--- src/hw/tracker_pkg.sv ---
package tracker_pkg;

    localparam int NUM_CHANNELS = 3;   // red, green, blue
    localparam int HCOUNT_W     = 11;  // column
    localparam int VCOUNT_W     = 10;  // row
    localparam int PIXEL_W      = 16;  // 5:6:5 pixel
    localparam int CHAN_W       = 8;   // expanded channel and bounds
    localparam int COUNT_W      = 21;  // masked pixels per frame
    localparam int SUMX_W       = 32;  // column sum
    localparam int SUMY_W       = 31;  // row sum
    localparam int SYNC_STAGES  = 2;   // camera input synchronizer depth

    // one quotient bit per cycle, over the widest dividend
    localparam int DIV_STEPS = SUMX_W;
    localparam int DIV_CNT_W = $clog2(DIV_STEPS);

    // channel index, also the order of the fields inside the pixel
    typedef enum logic [1:0] {
        ch_blue  = 2'd0,
        ch_green = 2'd1,
        ch_red   = 2'd2
    } channel_e;

    // field slices of the 5:6:5 pixel, and the zero fill up to CHAN_W
    localparam int RED_MSB   = 15;
    localparam int RED_LSB   = 11;
    localparam int GREEN_MSB = 10;
    localparam int GREEN_LSB = 5;
    localparam int BLUE_MSB  = 4;
    localparam int BLUE_LSB  = 0;
    localparam int RED_PAD   = CHAN_W - (RED_MSB - RED_LSB + 1);
    localparam int GREEN_PAD = CHAN_W - (GREEN_MSB - GREEN_LSB + 1);
    localparam int BLUE_PAD  = CHAN_W - (BLUE_MSB - BLUE_LSB + 1);

    typedef enum logic {
        wait_high,  // next byte is the upper half
        wait_low    // next byte completes the pixel
    } capture_state_e;

    typedef enum logic [1:0] {
        idle,
        divide_x,
        divide_y
    } centroid_state_e;

endpackage
--- src/hw/pixel_if.sv ---
`timescale 1ns/1ns

// reconstructed pixel stream, capture -> thresholders and centroid
interface pixel_if;

    logic                             valid;      // one-cycle strobe per pixel
    logic [tracker_pkg::PIXEL_W-1:0]  pixel;      // 5:6:5
    logic [tracker_pkg::HCOUNT_W-1:0] hcount;     // column
    logic [tracker_pkg::VCOUNT_W-1:0] vcount;     // row
    logic                             frame_end;  // one-cycle pulse after vsync rises

    modport source (
        output valid,
        output pixel,
        output hcount,
        output vcount,
        output frame_end
    );

    modport sink (
        input valid,
        input pixel,
        input hcount,
        input vcount,
        input frame_end
    );

endinterface

--- src/hw/blob_tracker_top.sv ---
`timescale 1ns/1ns

module blob_tracker_top (
    input  logic                             clk_camera,
    input  logic                             recent_reset,
    input  logic                             cam_pclk_i,
    input  logic                             cam_hsync_i,
    input  logic                             cam_vsync_i,
    input  logic [7:0]                       cam_data_i,
    // bounds indexed by channel_e
    input  logic [tracker_pkg::NUM_CHANNELS-1:0][tracker_pkg::CHAN_W-1:0] lower_bound_i,
    input  logic [tracker_pkg::NUM_CHANNELS-1:0][tracker_pkg::CHAN_W-1:0] upper_bound_i,
    output logic [tracker_pkg::HCOUNT_W-1:0] com_x_o,
    output logic [tracker_pkg::VCOUNT_W-1:0] com_y_o,
    output logic                             com_valid_o
);

    pixel_if pix_bus ();

    logic [tracker_pkg::NUM_CHANNELS-1:0] mask;  // one bit per channel

    pixel_capture u_capture (
        .clk_camera  (clk_camera),
        .recent_reset(recent_reset),
        .cam_pclk_i  (cam_pclk_i),
        .cam_hsync_i (cam_hsync_i),
        .cam_vsync_i (cam_vsync_i),
        .cam_data_i  (cam_data_i),
        .pix         (pix_bus)
    );

    // loop index doubles as the channel select
    for (genvar i = 0; i < tracker_pkg::NUM_CHANNELS; i++) begin : g_thresh
        channel_threshold u_thresh (
            .clk_camera  (clk_camera),
            .recent_reset(recent_reset),
            .pix         (pix_bus),
            .channel     (tracker_pkg::channel_e'(i)),
            .lower_i     (lower_bound_i[i]),
            .upper_i     (upper_bound_i[i]),
            .mask_o      (mask[i])
        );
    end

    blob_centroid u_centroid (
        .clk_camera  (clk_camera),
        .recent_reset(recent_reset),
        .pix         (pix_bus),
        .mask_i      (mask),
        .com_x_o     (com_x_o),
        .com_y_o     (com_y_o),
        .com_valid_o (com_valid_o)
    );

endmodule

--- src/hw/blob_centroid.sv ---
`timescale 1ns/1ns

module blob_centroid (
    input  logic                                 clk_camera,
    input  logic                                 recent_reset,
    pixel_if.sink                                pix,
    input  logic [tracker_pkg::NUM_CHANNELS-1:0] mask_i,
    output logic [tracker_pkg::HCOUNT_W-1:0]     com_x_o,
    output logic [tracker_pkg::VCOUNT_W-1:0]     com_y_o,
    output logic                                 com_valid_o
);

    localparam int CW = tracker_pkg::COUNT_W;
    localparam int XW = tracker_pkg::SUMX_W;
    localparam int YW = tracker_pkg::SUMY_W;

    // pixel stream delayed to line up with the registered mask bits
    logic                             valid_d;
    logic [tracker_pkg::HCOUNT_W-1:0] hcount_d;
    logic [tracker_pkg::VCOUNT_W-1:0] vcount_d;
    logic                             hit;

    logic [CW-1:0] count;
    logic [XW-1:0] sum_x;
    logic [YW-1:0] sum_y;
    logic [CW-1:0] cnt_next;  // totals including this cycle's hit
    logic [XW-1:0] sumx_next;
    logic [YW-1:0] sumy_next;

    tracker_pkg::centroid_state_e   state;
    logic [tracker_pkg::DIV_CNT_W-1:0] step;
    logic                           last_step;
    logic [XW-1:0]                  div_dividend;  // shifts out dividend, shifts in quotient
    logic [CW-1:0]                  div_rem;
    logic [CW-1:0]                  div_divisor;
    logic [YW-1:0]                  sum_y_hold;    // row sum waits while x divides
    logic [CW:0]                    rem_shift;
    logic [CW:0]                    rem_diff;
    logic                           q_bit;
    logic [CW-1:0]                  rem_next;
    logic [XW-1:0]                  quot_next;

    always_ff @(posedge clk_camera) begin
        if (recent_reset) begin
            valid_d <= 1'b0;
        end else begin
            valid_d <= pix.valid;
        end
    end

    always_ff @(posedge clk_camera) begin
        hcount_d <= pix.hcount;
        vcount_d <= pix.vcount;
    end

    assign hit       = valid_d && (&mask_i);  // passes all three channels
    assign cnt_next  = count + CW'(hit);
    assign sumx_next = hit ? sum_x + XW'(hcount_d) : sum_x;
    assign sumy_next = hit ? sum_y + YW'(vcount_d) : sum_y;

    always_ff @(posedge clk_camera) begin
        if (recent_reset || pix.frame_end) begin
            count <= '0;  // frame_end hands the totals to the divider
            sum_x <= '0;
            sum_y <= '0;
        end else begin
            count <= cnt_next;
            sum_x <= sumx_next;
            sum_y <= sumy_next;
        end
    end

    // restoring division step
    assign rem_shift = {div_rem, div_dividend[XW-1]};
    assign q_bit     = rem_shift >= {1'b0, div_divisor};
    assign rem_diff  = rem_shift - {1'b0, div_divisor};
    assign rem_next  = q_bit ? rem_diff[CW-1:0] : rem_shift[CW-1:0];
    assign quot_next = {div_dividend[XW-2:0], q_bit};
    assign last_step = step == tracker_pkg::DIV_CNT_W'(tracker_pkg::DIV_STEPS - 1);

    always_ff @(posedge clk_camera) begin
        if (recent_reset) begin
            state       <= tracker_pkg::idle;
            step        <= '0;
            com_x_o     <= '0;
            com_y_o     <= '0;
            com_valid_o <= 1'b0;
        end else begin
            com_valid_o <= 1'b0;
            case (state)
                tracker_pkg::idle: begin
                    step <= '0;
                    if (pix.frame_end && cnt_next != '0) begin  // empty frame, no result
                        state <= tracker_pkg::divide_x;
                    end
                end
                tracker_pkg::divide_x: begin
                    step <= step + 1'b1;  // wraps to 0 for the y pass
                    if (last_step) begin
                        com_x_o <= quot_next[tracker_pkg::HCOUNT_W-1:0];
                        state   <= tracker_pkg::divide_y;
                    end
                end
                tracker_pkg::divide_y: begin
                    step <= step + 1'b1;
                    if (last_step) begin
                        com_y_o     <= quot_next[tracker_pkg::VCOUNT_W-1:0];
                        com_valid_o <= 1'b1;
                        state       <= tracker_pkg::idle;
                    end
                end
                default: state <= tracker_pkg::idle;
            endcase
        end
    end

    // divider datapath, loaded from idle and between the two passes
    always_ff @(posedge clk_camera) begin
        case (state)
            tracker_pkg::idle: begin
                if (pix.frame_end) begin
                    div_divisor  <= cnt_next;
                    div_dividend <= sumx_next;
                    sum_y_hold   <= sumy_next;
                    div_rem      <= '0;
                end
            end
            tracker_pkg::divide_x: begin
                if (last_step) begin
                    div_dividend <= XW'(sum_y_hold);  // same divisor for y
                    div_rem      <= '0;
                end else begin
                    div_dividend <= quot_next;
                    div_rem      <= rem_next;
                end
            end
            tracker_pkg::divide_y: begin
                div_dividend <= quot_next;
                div_rem      <= rem_next;
            end
            default: div_rem <= '0;
        endcase
    end

    // no back-pressure toward capture, a frame must not end mid-division
    assert property (@(posedge clk_camera) disable iff (recent_reset)
        pix.frame_end |-> state == tracker_pkg::idle);

endmodule

--- src/hw/channel_threshold.sv ---
`timescale 1ns/1ns

module channel_threshold (
    input  logic                           clk_camera,
    input  logic                           recent_reset,
    pixel_if.sink                          pix,
    input  tracker_pkg::channel_e          channel,
    input  logic [tracker_pkg::CHAN_W-1:0] lower_i,
    input  logic [tracker_pkg::CHAN_W-1:0] upper_i,
    output logic                           mask_o
);

    logic [tracker_pkg::CHAN_W-1:0] chan_val;  // field padded with zeros at the bottom
    logic                           in_window;

    always_comb begin
        case (channel)
            tracker_pkg::ch_red:
                chan_val = {pix.pixel[tracker_pkg::RED_MSB:tracker_pkg::RED_LSB],
                            {tracker_pkg::RED_PAD{1'b0}}};
            tracker_pkg::ch_green:
                chan_val = {pix.pixel[tracker_pkg::GREEN_MSB:tracker_pkg::GREEN_LSB],
                            {tracker_pkg::GREEN_PAD{1'b0}}};
            tracker_pkg::ch_blue:
                chan_val = {pix.pixel[tracker_pkg::BLUE_MSB:tracker_pkg::BLUE_LSB],
                            {tracker_pkg::BLUE_PAD{1'b0}}};
            default: chan_val = '0;  // unused index
        endcase
    end

    // both bounds inclusive
    assign in_window = (chan_val >= lower_i) && (chan_val <= upper_i);

    always_ff @(posedge clk_camera) begin
        if (recent_reset) begin
            mask_o <= 1'b0;
        end else begin
            mask_o <= pix.valid && in_window;  // one cycle behind the pixel
        end
    end

endmodule

--- src/hw/pixel_capture.sv ---
`timescale 1ns/1ns

module pixel_capture (
    input  logic       clk_camera,
    input  logic       recent_reset,
    input  logic       cam_pclk_i,
    input  logic       cam_hsync_i,
    input  logic       cam_vsync_i,
    input  logic [7:0] cam_data_i,
    pixel_if.source    pix
);

    localparam int SS = tracker_pkg::SYNC_STAGES;

    logic [SS-1:0] pclk_sync;   // oldest sample in the top bit
    logic [SS-1:0] hsync_sync;
    logic [SS-1:0] vsync_sync;
    logic [7:0]    data_sync [SS];

    logic       pclk_s, hsync_s, vsync_s;  // synchronized camera bus
    logic [7:0] data_s;
    logic       pclk_d, hsync_d, vsync_d;  // one sample older for edge detection
    logic       pclk_rise;
    logic       hsync_fall;
    logic       vsync_rise;

    logic [7:0]                  high_byte;  // first byte of the pair
    tracker_pkg::capture_state_e state;

    always_ff @(posedge clk_camera) begin
        if (recent_reset) begin
            pclk_sync  <= '0;
            hsync_sync <= '0;
            vsync_sync <= '0;
        end else begin
            pclk_sync  <= {pclk_sync[SS-2:0], cam_pclk_i};
            hsync_sync <= {hsync_sync[SS-2:0], cam_hsync_i};
            vsync_sync <= {vsync_sync[SS-2:0], cam_vsync_i};
        end
    end

    // data bus delayed by the same number of stages as pclk
    always_ff @(posedge clk_camera) begin
        data_sync[0] <= cam_data_i;
        for (int i = 1; i < SS; i++) begin
            data_sync[i] <= data_sync[i-1];
        end
    end

    assign pclk_s  = pclk_sync[SS-1];
    assign hsync_s = hsync_sync[SS-1];
    assign vsync_s = vsync_sync[SS-1];
    assign data_s  = data_sync[SS-1];

    always_ff @(posedge clk_camera) begin
        if (recent_reset) begin
            pclk_d  <= 1'b0;
            hsync_d <= 1'b0;
            vsync_d <= 1'b0;
        end else begin
            pclk_d  <= pclk_s;
            hsync_d <= hsync_s;
            vsync_d <= vsync_s;
        end
    end

    assign pclk_rise  = pclk_s & ~pclk_d;
    assign hsync_fall = ~hsync_s & hsync_d;  // end of a line
    assign vsync_rise = vsync_s & ~vsync_d;  // end of a frame

    // byte phase restarts at the high byte whenever hsync drops
    always_ff @(posedge clk_camera) begin
        if (recent_reset) begin
            state     <= tracker_pkg::wait_high;
            pix.valid <= 1'b0;
        end else begin
            pix.valid <= 1'b0;
            if (!hsync_s) begin
                state <= tracker_pkg::wait_high;
            end else if (pclk_rise) begin
                case (state)
                    tracker_pkg::wait_high: state <= tracker_pkg::wait_low;
                    tracker_pkg::wait_low: begin
                        state     <= tracker_pkg::wait_high;
                        pix.valid <= 1'b1;  // strobe lands with the assembled pixel
                    end
                    default: state <= tracker_pkg::wait_high;
                endcase
            end
        end
    end

    always_ff @(posedge clk_camera) begin
        if (pclk_rise && hsync_s) begin
            if (state == tracker_pkg::wait_high) begin
                high_byte <= data_s;
            end else begin
                pix.pixel <= {high_byte, data_s};
            end
        end
    end

    // column, row and frame-end pulse
    always_ff @(posedge clk_camera) begin
        if (recent_reset) begin
            pix.hcount    <= '0;
            pix.vcount    <= '0;
            pix.frame_end <= 1'b0;
        end else begin
            pix.frame_end <= vsync_rise;
            if (!hsync_s) begin
                pix.hcount <= '0;                 // blanking so the next line starts at 0
            end else if (pix.valid) begin
                pix.hcount <= pix.hcount + 1'b1;  // advance after each pixel
            end
            if (vsync_s) begin
                pix.vcount <= '0;
            end else if (hsync_fall) begin
                pix.vcount <= pix.vcount + 1'b1;
            end
        end
    end

    // pclk rises at least four clk_camera cycles apart, which keeps valid strobes apart
    assert property (@(posedge clk_camera) disable iff (recent_reset)
        pclk_rise |-> !$past(pclk_rise, 2) && !$past(pclk_rise, 3));

endmodule

--- config.mk ---
export PLATFORM = sky130hd
export DESIGN_NAME = blob_tracker_top
export DESIGN_NICKNAME = d
export VERILOG_FILES = /design/src/hw/tracker_pkg.sv /design/src/hw/pixel_if.sv /design/src/hw/blob_tracker_top.sv /design/src/hw/blob_centroid.sv /design/src/hw/channel_threshold.sv /design/src/hw/pixel_capture.sv
export SDC_FILE = /design/constraint.sdc
export NUM_CORES = 1
export LEC_CHECK = 0
export BUFFER_PORTS_ARGS = -buffer_cell sky130_fd_sc_hd__buf_2
export CORE_ASPECT_RATIO = 1.2
export CORE_MARGIN = 8
export CORE_UTILIZATION = 45
export CTS_BUF_LIST = sky130_fd_sc_hd__clkbuf_4 sky130_fd_sc_hd__clkbuf_8
export DETAILED_ROUTE_END_ITERATION = 16
export PLACE_DENSITY = 0.72
export SYNTH_ARGS = -nofsm -noshare
export SYNTH_HDL_FRONTEND = slang
export SYNTH_SLANG_ARGS = --single-unit
--- constraint.sdc ---
create_clock -name clk_camera -period 6.01 [get_ports clk_camera]
set_clock_uncertainty 0.05 [all_clocks]
set_input_delay 0.601 -clock clk_camera [delete_from_list [all_inputs] [get_ports clk_camera]]
set_output_delay 0.601 -clock clk_camera [all_outputs]
set_load 0.1 [all_outputs]
==> run_results.csv <==
group,metric,value,unit
run_status,outcome,"finished clean",
placement,gp_routability_congestion,0.8103,
synthesis,netlist_area,14540,um2
worst_setup_path,crit_chain,"inv_1, ha_1, inv_1, fa_1, a21oi_2, o221ai_2, a2111oi_4, o31a_1, o31ai_4, o21ai_4, mux2i_1, nor2_1",
route,drt-met1-wl,12860,um
cells_and_area,num_antenna_cells,0,
worst_setup_path,rr_endpoint,"u_centroid.div_rem[1]$_DFFE_PP_",
sta,rsz0062_at_grt,"no",
sta,hold_violations,0,
placement,portBuffers,82,
worst_setup_path,rrSetupSlack,2290,ps
worst_setup_path,rr_worst_depth,12,
route,drtAntennaViolNets,0,
synthesis,synth_cells,1395,
die,die_h,212.9,um
synthesis,synth_seq_cells,316,
global_route,grt_pass1_wl,50110,um
flow_run,max-cap-violations,0,
sta,worst_slack,2292,ps
worst_setup_path,cpMostUsedCell,"inv_1",
power_and_ir_drop,p_leak,6.701,nW
die,core-area,32070,um2
route,drt-initial-drc-count,508,
sta,setup_tns,0,ps
cts,cts_tree,"done",
route,dr_wl_met2,14890,um
worst_hold_path,hold_path.class,"in2reg",
sta,whs,65.97,ps
die,num_rows,72,
cts,clk-insertion-delay-late,590,ps
global_route,grt_antenna_before_repair,0,
cells_and_area,fillers,2870,
cts,hold_buffers,0,
synthesis,synth_edf_count,129,
cts,cts_max_level,2,
die,dieArea,38330,um2
route,finalWirelength,29710,um
sta,period_share,61.86,%
worst_setup_path,critPathTopFamily,"compound AO/OA/AOI/OAI gates",
global_route,grt_max_degree,53,
route,drc,0,
cts,cts_root_buffer,"clkbuf_8",
synthesis,ys_seq_area_share,52.40,%
synthesis,netlist-cell-type-count,74,
route,wl_met3,1268,um
power_and_ir_drop,ir_drop,168.4,uV
worst_setup_path,crit_arrival,3980,ps
route,vias_per_cell,5.260,
cts,cts_buffers,51,
synthesis,async_reset_ff_share,0,%
cells_and_area,fin_util,51.37,%
synthesis,ys.flop_type,"dfxtp_1",
cells_and_area,area_growth,13.33,%
sta,fmax,269.0,MHz
cts,clock-sinks,316,
synthesis,synth_area_leader_cell,"edfxtp_1",
die,io_pins,83,
die,die_x,180.1,um
cells_and_area,final-seq-area,7617,um2
sta,slew_viol_final,0,
synthesis,yosys_warnings,0,
global_route,grt_pass1_vias,10580,
synthesis,synth.net_count,1545,
cells_and_area,layout-drive-gt1-share,14.26,%
worst_setup_path,slowest_stage,"o21ai_4",
worst_setup_path,cp-start-kind,"flop",
route,post_drt_wl_per_cell,15.29,um
sta,setup_viol,0,
worst_hold_path,min_path_cells,1,
global_route,grt-ovfl-total,0,
synthesis,yosys-top-cells-area,"edfxtp_1, dfxtp_1, ha_1",
cells_and_area,final_nets,1644,
worst_setup_path,crit_fanout,26,
cells_and_area,multiInputGateArea,6431,um2
sta,slew_headroom,32.57,%
cts,cts_buffer_depth,3,
worst_hold_path,hold_end,"u_capture.data_sync[0][2]$_DFF_P_",
placement,hpwl,20840,um
placement,dp_cells,1848,
placement,pre_cts_slack,2254,ps
synthesis,synth_top_area_share,26.65,%
cells_and_area,fin_cells,1943,
worst_setup_path,cp_num_buf_inv,2,
synthesis,avgSynthCellArea,10.42,um2
route,top_layer,"met4",
global_route,grtUsageTotal,15.58,%
route,firstDrtPassIters,5,
worst_setup_path,critical_path_required,6270,ps
worst_setup_path,worst_setup_path_end_kind,"flop",
cts,post_cts_resized,0,
worst_hold_path,min_from,"cam_data_i[2]",
route,vias,10220,
sta,tightest_slew,1010,ps
sta,layout_min_cycle_time,3718,ps
power_and_ir_drop,power_density,267.0,nW/um2
cts,path_clk_slew,60,ps
die,initial_utilization,45.33,%
synthesis,netlist_top_cells_count,"dfxtp_1, nor2_1, edfxtp_1",
worst_setup_path,critical_path_class,"reg2reg",
cts,post_cts_buffers,0,
synthesis,synth.most_common_cell,"dfxtp_1",
worst_setup_path,r2r_start,"u_centroid.div_dividend[31]$_DFFE_PP_",
worst_setup_path,cp_slowest_stage_delay,810,ps
routing by layer:
layer  GRT usage [%]  vias to the layer above
met4           5.765                        0
met5               0                        -
li1                -                     5117
met3           3.183                       52
met2           28.37                      206
met1           17.95                     4846
cells by family (layout without fill, tap and decap cells):
| group | after synthesis | in the layout | synth area share [%] |
|---|---|---|---|
| buffers and inverters | 126 | 267 | 3.495 |
| AOI/OAI and AO/OA | 253 | 253 | 11.59 |
| xor gates and xnor gates | 111 | 111 | 6.688 |
| muxes | 30 | 30 | 2.074 |
| and+or+nand+nor | 470 | 470 | 15.94 |
| DFF | 316 | 316 | 52.40 |
| adders and majority gates | 89 | 89 | 7.815 |
per-stage QoR:
step | instance area [um2] | power, mW
after floorplan | 14540 | 2.377
after global placement | 15330 | 2.417
after detailed placement | 15330 | 2.421
after CTS | 16470 | 4.454
after global routing | 16470 | 4.566
final | 16470 | 4.398
power by group:
group / internal, mW / leakage (nW) / total, mW / switching [mW]
registers: 2.24 / 2.65 / 2.25 / 0.00897
clock network: 1.18 / 0.614 / 2.02 / 0.846
logic: 0.0501 / 3.44 / 0.122 / 0.0715
flip-flops by register name, summed over array words and instances, names as in the netlist, 8 cells and up:
signal / flops
u_centroid.count: 21
u_centroid.vcount_d: 10
u_centroid.div_divisor: 21
u_centroid.sum_y_hold: 31
u_centroid.com_y_o: 10
u_capture.pix.vcount: 10
u_centroid.sum_x: 32
u_capture.pix.pixel: 16
u_centroid.div_dividend: 32
u_centroid.hcount_d: 11
u_centroid.div_rem: 21
u_capture.high_byte: 8
u_centroid.com_x_o: 11
u_centroid.sum_y: 31
u_capture.pix.hcount: 11
u_capture.data_sync: 16
placed cells by master (no fill, tap or decap), types with 21 or more instances in the layout:
cell      instances
dfxtp_1         187
nor2_1          135
edfxtp_1        129
nand2_1         115
ha_1             86
buf_2            82
inv_1            81
a21oi_1          81
clkbuf_8         61
xnor2_1          58
o21ai_0          54
xor2_1           53
and2_1           46
nand3_1          36
mux2i_1          29
nor2b_1          21
a22oi_1          21
final cells by class:
class	instances	share of cell area, %
clock buffers	81	6.007
clock inverters	14	0.9266
inverters	83	1.891
multi-input cells	953	39.04
flip-flops and latches	316	46.24
well taps	407	3.091
repair buffers	89	2.810
worst max-delay path by stage:
stage,from,endpoint,slack (ps),cells after the start
after floorplan,u_centroid.state[0]$_SDFFE_PP0P_,u_centroid.div_dividend[0]$_DFFE_PP_,2750,4
after global placement,u_centroid.div_dividend[31]$_DFFE_PP_,u_centroid.div_rem[1]$_DFFE_PP_,2340,12
after detailed placement,u_centroid.div_dividend[31]$_DFFE_PP_,u_centroid.div_rem[1]$_DFFE_PP_,2250,12
after CTS,u_centroid.div_dividend[31]$_DFFE_PP_,u_centroid.div_rem[1]$_DFFE_PP_,2250,12
after global routing,u_centroid.valid_d$_SDFF_PP0_,u_centroid.state[0]$_SDFFE_PP0P_,2030,13
final,u_centroid.div_dividend[31]$_DFFE_PP_,u_centroid.div_rem[1]$_DFFE_PP_,2290,12
Note: power is estimated with default switching activity, not from simulation.
